$ cat src/lsu_pkg.sv
/* LSU shared definitions: widths, RV32 opcodes and funct3 codes,
   store alignment and load extraction helpers */
package lsu_pkg;

    localparam int XLEN_C = 32;

    typedef logic [XLEN_C-1:0]   xlen_t;
    typedef logic [XLEN_C/8-1:0] strb_t;
    typedef logic [4:0]          reg_addr_t;
    typedef logic [6:0]          opcode_t;
    typedef logic [2:0]          funct3_t;
    typedef logic [1:0]          offset_t;
    typedef logic [11:0]         imm12_t;

    // RV32I major opcodes
    localparam opcode_t OPC_LOAD  = 7'b0000011;
    localparam opcode_t OPC_STORE = 7'b0100011;

    // Access size and sign, shared by loads and stores (SB/SH/SW use B/H/W)
    localparam funct3_t F3_B  = 3'b000;
    localparam funct3_t F3_H  = 3'b001;
    localparam funct3_t F3_W  = 3'b010;
    localparam funct3_t F3_BU = 3'b100;
    localparam funct3_t F3_HU = 3'b101;

    typedef enum logic [1:0] {
        IDLE,
        WAIT_ORDER,
        WAIT_PATH
    } issue_state_t;

    // Place rs2 on the byte lanes selected by the address offset
    function automatic xlen_t store_wdata(xlen_t rs2, offset_t off);
        return rs2 << {off, 3'b000};
    endfunction

    // Byte enables for SB/SH/SW, upper lanes past bit 3 drop out
    function automatic strb_t store_strb(funct3_t f3, offset_t off);
        strb_t base;
        case (f3)
            F3_B:    base = 4'b0001;
            F3_H:    base = 4'b0011;
            default: base = 4'b1111;
        endcase
        return strb_t'(base << off);
    endfunction

    // Pick the addressed byte or half-word and extend it to 32 bits
    function automatic xlen_t load_value(funct3_t f3, xlen_t word, offset_t off);
        xlen_t sh;
        sh = word >> {off, 3'b000};
        case (f3)
            F3_B:    return {{24{sh[7]}}, sh[7:0]};
            F3_H:    return {{16{sh[15]}}, sh[15:0]};
            F3_BU:   return {24'd0, sh[7:0]};
            F3_HU:   return {16'd0, sh[15:0]};
            default: return word;
        endcase
    endfunction

endpackage

$ cat src/lsu_req_if.sv
`timescale 1ns/1ps
/* Issued memory request from the issue control to one path,
   valid/ready handshake with address, size code, destination and store data */
interface lsu_req_if;

    import lsu_pkg::*;

    // Handshake
    logic      valid;
    logic      ready;

    // Payload, stable while valid is high
    xlen_t     addr;
    funct3_t   funct3;
    // Destination register, loads only
    reg_addr_t rd;
    // Raw rs2 value, stores only
    xlen_t     data;

    modport issuer (
        output valid, addr, funct3, rd, data,
        input  ready
    );

    modport server (
        input  valid, addr, funct3, rd, data,
        output ready
    );

endinterface

$ cat src/lsu_issue_ctrl.sv
`timescale 1ns/1ps
/* LSU issue control: effective address, misalignment pulses,
   read/write direction ordering and routing to the load or store path */
module lsu_issue_ctrl (
    input  logic               aclk,
    input  logic               aresetn,
    input  logic               inst_valid,
    output logic               inst_ready,
    input  lsu_pkg::opcode_t   inst_opcode,
    input  lsu_pkg::funct3_t   inst_funct3,
    input  lsu_pkg::reg_addr_t inst_rd,
    input  lsu_pkg::imm12_t    inst_imm,
    input  lsu_pkg::xlen_t     rs1_val,
    input  lsu_pkg::xlen_t     rs2_val,
    input  logic               read_busy,
    input  logic               write_busy,
    output logic               ld_misaligned,
    output logic               st_misaligned,
    lsu_req_if.issuer          ld_req,
    lsu_req_if.issuer          st_req
);

    import lsu_pkg::*;

    issue_state_t state;
    issue_state_t state_nxt;

    xlen_t        eff_addr;
    logic         is_load;
    logic         is_store;
    logic         misal;

    // Instruction held while ordering or the path stalls it
    xlen_t        hold_addr;
    funct3_t      hold_funct3;
    reg_addr_t    hold_rd;
    xlen_t        hold_data;
    logic         hold_load;
    logic         hold_store;

    // Request currently presented to the paths
    logic         cur_act;
    logic         cur_load;
    logic         cur_store;
    logic         order_ok;
    logic         req_fire;

    ////////////////////////////////////////
    // Decode and address
    ////////////////////////////////////////

    // rs1 plus sign-extended immediate
    assign eff_addr = rs1_val + {{(XLEN_C-12){inst_imm[11]}}, inst_imm};
    assign is_load  = (inst_opcode == OPC_LOAD);
    assign is_store = (inst_opcode == OPC_STORE);

    // Half-words need an even offset, words a zero offset
    always_comb begin
        misal = 1'b0;
        if (inst_funct3 == F3_H || inst_funct3 == F3_HU) begin
            misal = eff_addr[0];
        end else if (inst_funct3 == F3_W) begin
            misal = |eff_addr[1:0];
        end
    end

    // Only accepts from IDLE, the held slot is then free
    assign inst_ready = (state == IDLE);

    ////////////////////////////////////////
    // Request selection and ordering
    ////////////////////////////////////////

    // Live instruction in IDLE, held copy otherwise
    assign cur_act   = (state == IDLE) ? inst_valid : 1'b1;
    assign cur_load  = (state == IDLE) ? is_load    : hold_load;
    assign cur_store = (state == IDLE) ? is_store   : hold_store;

    // Loads wait out writes, stores wait out reads
    assign order_ok = cur_load ? !write_busy : !read_busy;

    assign ld_req.valid  = cur_act & cur_load & !write_busy;
    assign st_req.valid  = cur_act & cur_store & !read_busy;

    assign ld_req.addr   = (state == IDLE) ? eff_addr    : hold_addr;
    assign st_req.addr   = (state == IDLE) ? eff_addr    : hold_addr;
    assign ld_req.funct3 = (state == IDLE) ? inst_funct3 : hold_funct3;
    assign st_req.funct3 = (state == IDLE) ? inst_funct3 : hold_funct3;
    assign ld_req.rd     = (state == IDLE) ? inst_rd     : hold_rd;
    assign st_req.rd     = (state == IDLE) ? inst_rd     : hold_rd;
    assign ld_req.data   = (state == IDLE) ? rs2_val     : hold_data;
    assign st_req.data   = (state == IDLE) ? rs2_val     : hold_data;

    assign req_fire = (ld_req.valid & ld_req.ready) | (st_req.valid & st_req.ready);

    ////////////////////////////////////////
    // Issue FSM
    ////////////////////////////////////////

    always_comb begin
        state_nxt = state;
        case (state)
            IDLE: begin
                // Accepted but not handed over this cycle
                if (inst_valid && (is_load || is_store) && !req_fire) begin
                    state_nxt = order_ok ? WAIT_PATH : WAIT_ORDER;
                end
            end
            WAIT_ORDER: begin
                if (req_fire) begin
                    state_nxt = IDLE;
                end else if (order_ok) begin
                    state_nxt = WAIT_PATH;
                end
            end
            WAIT_PATH: begin
                if (req_fire) begin
                    state_nxt = IDLE;
                end
            end
            default: state_nxt = IDLE;
        endcase
    end

    always_ff @(posedge aclk or negedge aresetn) begin
        if (!aresetn) begin
            state         <= IDLE;
            ld_misaligned <= 1'b0;
            st_misaligned <= 1'b0;
        end else begin
            state         <= state_nxt;
            // One-cycle pulse after acceptance
            ld_misaligned <= inst_valid & inst_ready & is_load & misal;
            st_misaligned <= inst_valid & inst_ready & is_store & misal;
        end
    end

    // Capture on every accepted instruction
    always_ff @(posedge aclk) begin
        if (inst_valid && inst_ready) begin
            hold_addr   <= eff_addr;
            hold_funct3 <= inst_funct3;
            hold_rd     <= inst_rd;
            hold_data   <= rs2_val;
            hold_load   <= is_load;
            hold_store  <= is_store;
        end
    end

endmodule

$ cat src/lsu_load_path.sv
`timescale 1ns/1ps
/* LSU load path: AXI4-lite AR/R channels, FIFO of outstanding loads
   and registered register write-back with sign or zero extension */
module lsu_load_path #(
    parameter int MAX_OR = 4
) (
    input  logic               aclk,
    input  logic               aresetn,
    lsu_req_if.server          ld_req,
    output logic               arvalid,
    input  logic               arready,
    output lsu_pkg::xlen_t     araddr,
    input  logic               rvalid,
    output logic               rready,
    input  logic [1:0]         rresp,
    input  lsu_pkg::xlen_t     rdata,
    output logic               rd_wr,
    output lsu_pkg::reg_addr_t rd_addr,
    output lsu_pkg::xlen_t     rd_val,
    output logic               read_busy
);

    import lsu_pkg::*;

    localparam int PTR_W = $clog2(MAX_OR);
    localparam int CNT_W = PTR_W + 1;

    // Per-load context kept until its R beat
    reg_addr_t        fifo_rd  [MAX_OR];
    funct3_t          fifo_f3  [MAX_OR];
    offset_t          fifo_off [MAX_OR];

    logic [PTR_W-1:0] wr_ptr;
    logic [PTR_W-1:0] rd_ptr;
    logic [CNT_W-1:0] fifo_cnt;
    logic             fifo_full;
    logic             push;
    logic             pop;

    assign fifo_full = (fifo_cnt == CNT_W'(MAX_OR));
    // Held low while AR is pending or every slot is taken
    assign ld_req.ready = !arvalid & !fifo_full;
    assign push = ld_req.valid & ld_req.ready;

    // Always accept read data, rresp not checked
    assign rready = 1'b1;
    assign pop = rvalid & rready;

    assign read_busy = (fifo_cnt != '0);

    ////////////////////////////////////////
    // AR channel
    ////////////////////////////////////////

    always_ff @(posedge aclk or negedge aresetn) begin
        if (!aresetn) begin
            arvalid <= 1'b0;
        end else if (push) begin
            arvalid <= 1'b1;
        end else if (arready) begin
            arvalid <= 1'b0;
        end
    end

    always_ff @(posedge aclk) begin
        if (push) begin
            araddr <= ld_req.addr;
        end
    end

    ////////////////////////////////////////
    // Outstanding load FIFO
    ////////////////////////////////////////

    always_ff @(posedge aclk) begin
        if (push) begin
            fifo_rd[wr_ptr]  <= ld_req.rd;
            fifo_f3[wr_ptr]  <= ld_req.funct3;
            fifo_off[wr_ptr] <= ld_req.addr[1:0];
        end
    end

    always_ff @(posedge aclk or negedge aresetn) begin
        if (!aresetn) begin
            wr_ptr   <= '0;
            rd_ptr   <= '0;
            fifo_cnt <= '0;
        end else begin
            if (push) wr_ptr <= wr_ptr + 1'b1;
            if (pop)  rd_ptr <= rd_ptr + 1'b1;
            // Count moves only when push and pop differ
            if (push && !pop) begin
                fifo_cnt <= fifo_cnt + 1'b1;
            end else if (!push && pop) begin
                fifo_cnt <= fifo_cnt - 1'b1;
            end
        end
    end

    ////////////////////////////////////////
    // Register write-back
    ////////////////////////////////////////

    always_ff @(posedge aclk or negedge aresetn) begin
        if (!aresetn) begin
            rd_wr <= 1'b0;
        end else begin
            rd_wr <= pop;
        end
    end

    // Head entry describes the beat being returned
    always_ff @(posedge aclk) begin
        if (pop) begin
            rd_addr <= fifo_rd[rd_ptr];
            rd_val  <= load_value(fifo_f3[rd_ptr], rdata, fifo_off[rd_ptr]);
        end
    end

endmodule

$ cat src/lsu_store_path.sv
`timescale 1ns/1ps
/* LSU store path: AXI4-lite AW/W/B channels with aligned data and
   strobes, and a count of writes still waiting for their response */
module lsu_store_path #(
    parameter int MAX_OR = 4
) (
    input  logic           aclk,
    input  logic           aresetn,
    lsu_req_if.server      st_req,
    output logic           awvalid,
    input  logic           awready,
    output lsu_pkg::xlen_t awaddr,
    output logic           wvalid,
    input  logic           wready,
    output lsu_pkg::xlen_t wdata,
    output lsu_pkg::strb_t wstrb,
    input  logic           bvalid,
    output logic           bready,
    input  logic [1:0]     bresp,
    output logic           write_busy
);

    import lsu_pkg::*;

    localparam int CNT_W = $clog2(MAX_OR) + 1;

    logic [CNT_W-1:0] wr_cnt;
    logic             wr_full;
    logic             req_fire;
    logic             b_fire;

    assign wr_full  = (wr_cnt == CNT_W'(MAX_OR));
    // Next request only once both AW and W of the last one are gone
    assign st_req.ready = !awvalid & !wvalid & !wr_full;
    assign req_fire = st_req.valid & st_req.ready;

    // Responses always taken, bresp not checked
    assign bready = 1'b1;
    assign b_fire = bvalid & bready;

    assign write_busy = (wr_cnt != '0);

    ////////////////////////////////////////
    // AW and W channels
    ////////////////////////////////////////

    always_ff @(posedge aclk or negedge aresetn) begin
        if (!aresetn) begin
            awvalid <= 1'b0;
            wvalid  <= 1'b0;
        end else if (req_fire) begin
            awvalid <= 1'b1;
            wvalid  <= 1'b1;
        end else begin
            // Each channel drops on its own handshake
            if (awready) awvalid <= 1'b0;
            if (wready)  wvalid  <= 1'b0;
        end
    end

    always_ff @(posedge aclk) begin
        if (req_fire) begin
            awaddr <= st_req.addr;
            wdata  <= store_wdata(st_req.data, st_req.addr[1:0]);
            wstrb  <= store_strb(st_req.funct3, st_req.addr[1:0]);
        end
    end

    ////////////////////////////////////////
    // Outstanding write counter
    ////////////////////////////////////////

    always_ff @(posedge aclk or negedge aresetn) begin
        if (!aresetn) begin
            wr_cnt <= '0;
        end else if (req_fire && !b_fire) begin
            wr_cnt <= wr_cnt + 1'b1;
        end else if (!req_fire && b_fire) begin
            wr_cnt <= wr_cnt - 1'b1;
        end
    end

endmodule

$ cat src/lsu_top.sv
`timescale 1ns/1ps
/* RV32 load/store unit top: issue control feeding parallel load and
   store paths, AXI4-lite master toward data memory */
module lsu_top #(
    parameter int MAX_OR = 4
) (
    input  logic               aclk,
    input  logic               aresetn,
    // Instruction side
    input  logic               inst_valid,
    output logic               inst_ready,
    input  lsu_pkg::opcode_t   inst_opcode,
    input  lsu_pkg::funct3_t   inst_funct3,
    input  lsu_pkg::reg_addr_t inst_rd,
    input  lsu_pkg::imm12_t    inst_imm,
    input  lsu_pkg::xlen_t     rs1_val,
    input  lsu_pkg::xlen_t     rs2_val,
    // Result side
    output logic               rd_wr,
    output lsu_pkg::reg_addr_t rd_addr,
    output lsu_pkg::xlen_t     rd_val,
    output logic               ld_misaligned,
    output logic               st_misaligned,
    output logic               pending_read,
    output logic               pending_write,
    // AXI4-lite write channels
    output logic               awvalid,
    input  logic               awready,
    output lsu_pkg::xlen_t     awaddr,
    output logic               wvalid,
    input  logic               wready,
    output lsu_pkg::xlen_t     wdata,
    output lsu_pkg::strb_t     wstrb,
    input  logic               bvalid,
    output logic               bready,
    input  logic [1:0]         bresp,
    // AXI4-lite read channels
    output logic               arvalid,
    input  logic               arready,
    output lsu_pkg::xlen_t     araddr,
    input  logic               rvalid,
    output logic               rready,
    input  logic [1:0]         rresp,
    input  lsu_pkg::xlen_t     rdata
);

    lsu_req_if ld_req ();
    lsu_req_if st_req ();

    // Busy flags double as the pending outputs
    lsu_issue_ctrl u_issue_ctrl (
        .aclk, .aresetn, .inst_valid, .inst_ready, .inst_opcode, .inst_funct3,
        .inst_rd, .inst_imm, .rs1_val, .rs2_val,
        .read_busy     (pending_read),
        .write_busy    (pending_write),
        .ld_misaligned, .st_misaligned,
        .ld_req        (ld_req.issuer),
        .st_req        (st_req.issuer)
    );

    lsu_store_path #(.MAX_OR(MAX_OR)) u_store_path (
        .aclk, .aresetn,
        .st_req        (st_req.server),
        .awvalid, .awready, .awaddr, .wvalid, .wready, .wdata, .wstrb,
        .bvalid, .bready, .bresp,
        .write_busy    (pending_write)
    );

    lsu_load_path #(.MAX_OR(MAX_OR)) u_load_path (
        .aclk, .aresetn,
        .ld_req        (ld_req.server),
        .arvalid, .arready, .araddr, .rvalid, .rready, .rresp, .rdata,
        .rd_wr, .rd_addr, .rd_val,
        .read_busy     (pending_read)
    );

endmodule

$ cat config.mk
export PLATFORM = sky130hd
export DESIGN_NAME = lsu_top
export DESIGN_NICKNAME = d
export VERILOG_FILES = /design/src/lsu_pkg.sv /design/src/lsu_req_if.sv /design/src/lsu_issue_ctrl.sv /design/src/lsu_load_path.sv /design/src/lsu_store_path.sv /design/src/lsu_top.sv
export SDC_FILE = /design/constraint.sdc
export NUM_CORES = 1
export LEC_CHECK = 0
export BUFFER_PORTS_ARGS = -buffer_cell sky130_fd_sc_hd__buf_2
export CORE_ASPECT_RATIO = 1.1
export CORE_MARGIN = 2
export CORE_UTILIZATION = 40
export CTS_BUF_LIST = sky130_fd_sc_hd__clkbuf_16
export DETAILED_ROUTE_END_ITERATION = 7
export SLEW_MARGIN = 20
export SYNTH_ARGS = -nofsm -noshare
export SYNTH_HDL_FRONTEND = slang
export SYNTH_HIERARCHICAL = 1
export SYNTH_SLANG_ARGS = --single-unit
$ cat constraint.sdc
create_clock -name aclk -period 19.36 [get_ports aclk]
set_input_delay 0.968 -clock aclk [delete_from_list [all_inputs] [get_ports aclk]]
set_output_delay 0.968 -clock aclk [all_outputs]
set_load 0.02 [all_outputs]
==> results.json <==
{
  "hp-class": "primary input to async pin",
  "met1_usage": 0.227,
  "post-route-util": 0.468,
  "fin_area_sq_mm": 0.0156,
  "hpwl_um": 21800,
  "num_rows": 70,
  "rsz0062_at_grt": "no",
  "cts_buffers": 29,
  "timing.setup.tns_ps": 0,
  "crit_required_ps": 19850,
  "grt_util_all_layers": 0.174,
  "synth_cells": 1109,
  "yosysWarnings": 6,
  "cp.arrival_ps": 4360,
  "endpoint_kind": "register",
  "drive_gt1_frac": 0.297,
  "synth_area_sq_mm": 0.0135,
  "io_pins": 283,
  "antenna_found_initial": 5,
  "p_leak_nw": 6.37,
  "fin_crit_sh": 0.200,
  "vias": 8900,
  "synthesis.nets": 1284,
  "final_net_count": 1484,
  "die_area_sq_mm": 0.0353,
  "wl_per_cell_um": 17.7,
  "outcome": "finished, final reports clean",
  "setup-violations-final": 0,
  "totalWireLength_um": 31200,
  "nFillCells": 3070,
  "initial_core_util": 0.406,
  "cpMostUsedCell": "xor2_1",
  "skew_ps": 27.8,
  "cts_max_path_buffers": 3,
  "slew_headroom": 0.320,
  "hold_violations": 0,
  "grt_util_met3": 0.0382,
  "dr.first_iter.drc_count": 411,
  "grt_pass1_wl_um": 48200,
  "cts_setup_buffers": 0,
  "tightest_slew_ps": 1020,
  "die_h_um": 197,
  "cts_sinks": 269,
  "fp.dieW_um": 179,
  "synth_area_per_cell_sq_um": 12.2,
  "setup.worst_path.start": "u_issue_ctrl/state[1]$_DFFE_PN0P_",
  "cts_hold_buf": 0,
  "period_needed_ps": 3870,
  "cp_max_fo": 37,
  "max_freq_ghz": 0.258,
  "cts_tree": "done",
  "reg2reg_setup_slack_ps": 15490,
  "via_per_inst": 5.06,
  "grt_overflow": 0,
  "critical-path-max-stage-delay_ps": 480,
  "start_kind": "register",
  "slew_viol_final": 0,
  "clk_pin_slew_worst_paths_ps": 60,
  "drc": 0,
  "final_antenna_net_count": 0,
  "maxCapViolations": 0,
  "grt_pass1_vias": 8888,
  "reg2reg_depth": 13,
  "first_pass_iters": 5,
  "place_area_sq_mm": 0.0147,
  "clock_latency_ps": 560,
  "peakVddDrop_mv": 0.0689,
  "grt_max_degree": 69,
  "portBuffers": 276,
  "power-per-cell-area_mw_per_mm2": 126,
  "gp_congestion": 0.860,
  "area_growth_pct": 15.2,
  "globalRoute.busiestLayer": "met2",
  "core_area_sq_mm": 0.0333,
  "root_buffer": "clkbuf_16",
  "htreeDepth": 1,
  "slowest_stage": "buf_4",
  "cts.repair.resized": 0,
  "path_cells": "or2_2 -> inv_2 -> and2_4 -> nand2_1 -> a21oi_1 -> and2_2 -> buf_4 -> ha_1 -> inv_1 -> fa_1 -> xor2_1 -> nor2_1 -> xor2_1",
  "reg2reg_to": "u_load_path/fifo_cnt[2]$_DFFE_PN0P_",
  "worstSetupPathType": "register to register",
  "grtUsageMet2": 0.291,
  "reg2reg_from": "u_issue_ctrl/state[1]$_DFFE_PN0P_"
}
power by group:
part / internal (mW) / switching (mW)
clock: 0.295 / 0.217
sequential: 0.781 / 0.0431
combinational: 0.228 / 0.395
total: 1.30 / 0.655
state kept, by name, summed over array words and instances (netlist names), 2 cells and up:
name,flops
u_load_path/araddr,32
u_load_path/fifo_cnt,3
u_load_path/fifo_off,8
u_load_path/fifo_rd,20
u_load_path/wr_ptr,2
u_load_path/rd_val,32
u_issue_ctrl/hold_funct3,3
u_store_path/wr_cnt,3
u_load_path/fifo_f3,12
u_issue_ctrl/hold_rd,5
u_load_path/rd_ptr,2
u_issue_ctrl/hold_data,32
u_store_path/awaddr,32
u_store_path/wdata,32
u_issue_ctrl/hold_addr,32
u_load_path/rd_addr,5
u_issue_ctrl/state,2
u_store_path/wstrb,4
cells in the final DEF (no fill, tap or decap), types with 6 or more instances in the layout:
cell type	n
buf_2	276
edfxtp_1	251
nand2_1	228
nor2_1	65
a21oi_1	55
ha_1	37
clkbuf_16	29
mux2i_1	26
xnor2_1	22
o21ai_0	21
mux2_2	21
dfrtp_1	18
inv_1	17
xor2_1	15
nor3_1	15
a211oi_1	12
a21o_1	11
o21ai_1	11
and2_1	10
nor2b_1	10
and3_1	9
mux4_2	8
mux2_4	7
o22ai_1	7
clkinv_1	6
buf_4	6
nand3_1	6
o21a_1	6
metrics by stage:
step	hold slack (ps)	power [mW]	cells	worst slack (ps)
finish	338	1.96	1759	15490
CTS	310	1.98	1757	15410
detailed placement	477	1.46	1710	15040
floorplan	455	1.39	1109	12460
global placement	472	1.45	1710	15150
global route	330	2.08	1759	15160
worst max path at each step:
stage,to,slack (ps)
floorplan,u_store_path/wr_cnt[2]$_DFFE_PN0P_,12460
detailed placement,u_load_path/fifo_cnt[2]$_DFFE_PN0P_,15040
global placement,u_load_path/fifo_cnt[2]$_DFFE_PN0P_,15150
global route,u_load_path/fifo_cnt[2]$_DFFE_PN0P_,15160
finish,u_load_path/fifo_cnt[2]$_DFFE_PN0P_,15490
CTS,u_load_path/fifo_cnt[2]$_DFFE_PN0P_,15410
metal layers:
| metal | share of wire | wire (um) | vias to the layer above |
|---|---|---|---|
| li1 | - | - | 4354 |
| met1 | 0.43 | 13400 | 4232 |
| met2 | 0.48 | 15100 | 264 |
| met3 | 0.066 | 2070 | 46 |
| met4 | 0.017 | 537 | 4 |
| met5 | 0.00087 | 27 | - |
final cells by class:
class | count | area [sq um] | share of cell area
Sequential cell | 269 | 7990 | 0.513
Multi-Input combinational cell | 712 | 4700 | 0.302
Timing Repair Buffer | 282 | 1430 | 0.0916
Clock buffer | 29 | 726 | 0.0466
Tap cell | 432 | 541 | 0.0347
Clock inverter | 18 | 138 | 0.00884
Inverter | 15 | 56.3 | 0.00361
Antenna cell | 2 | 5.00 | 0.000321
worst max-delay path, delay by kind of cell, from the launching register on:
kind            cells  cell delay (ps)
simple gates        5             1110
buf+inv             3              930
fa+ha+maj           2              660
flops               1              420
compound gates      1              340
xor+xnor            2              320
Power figures use the tool's default switching activity.
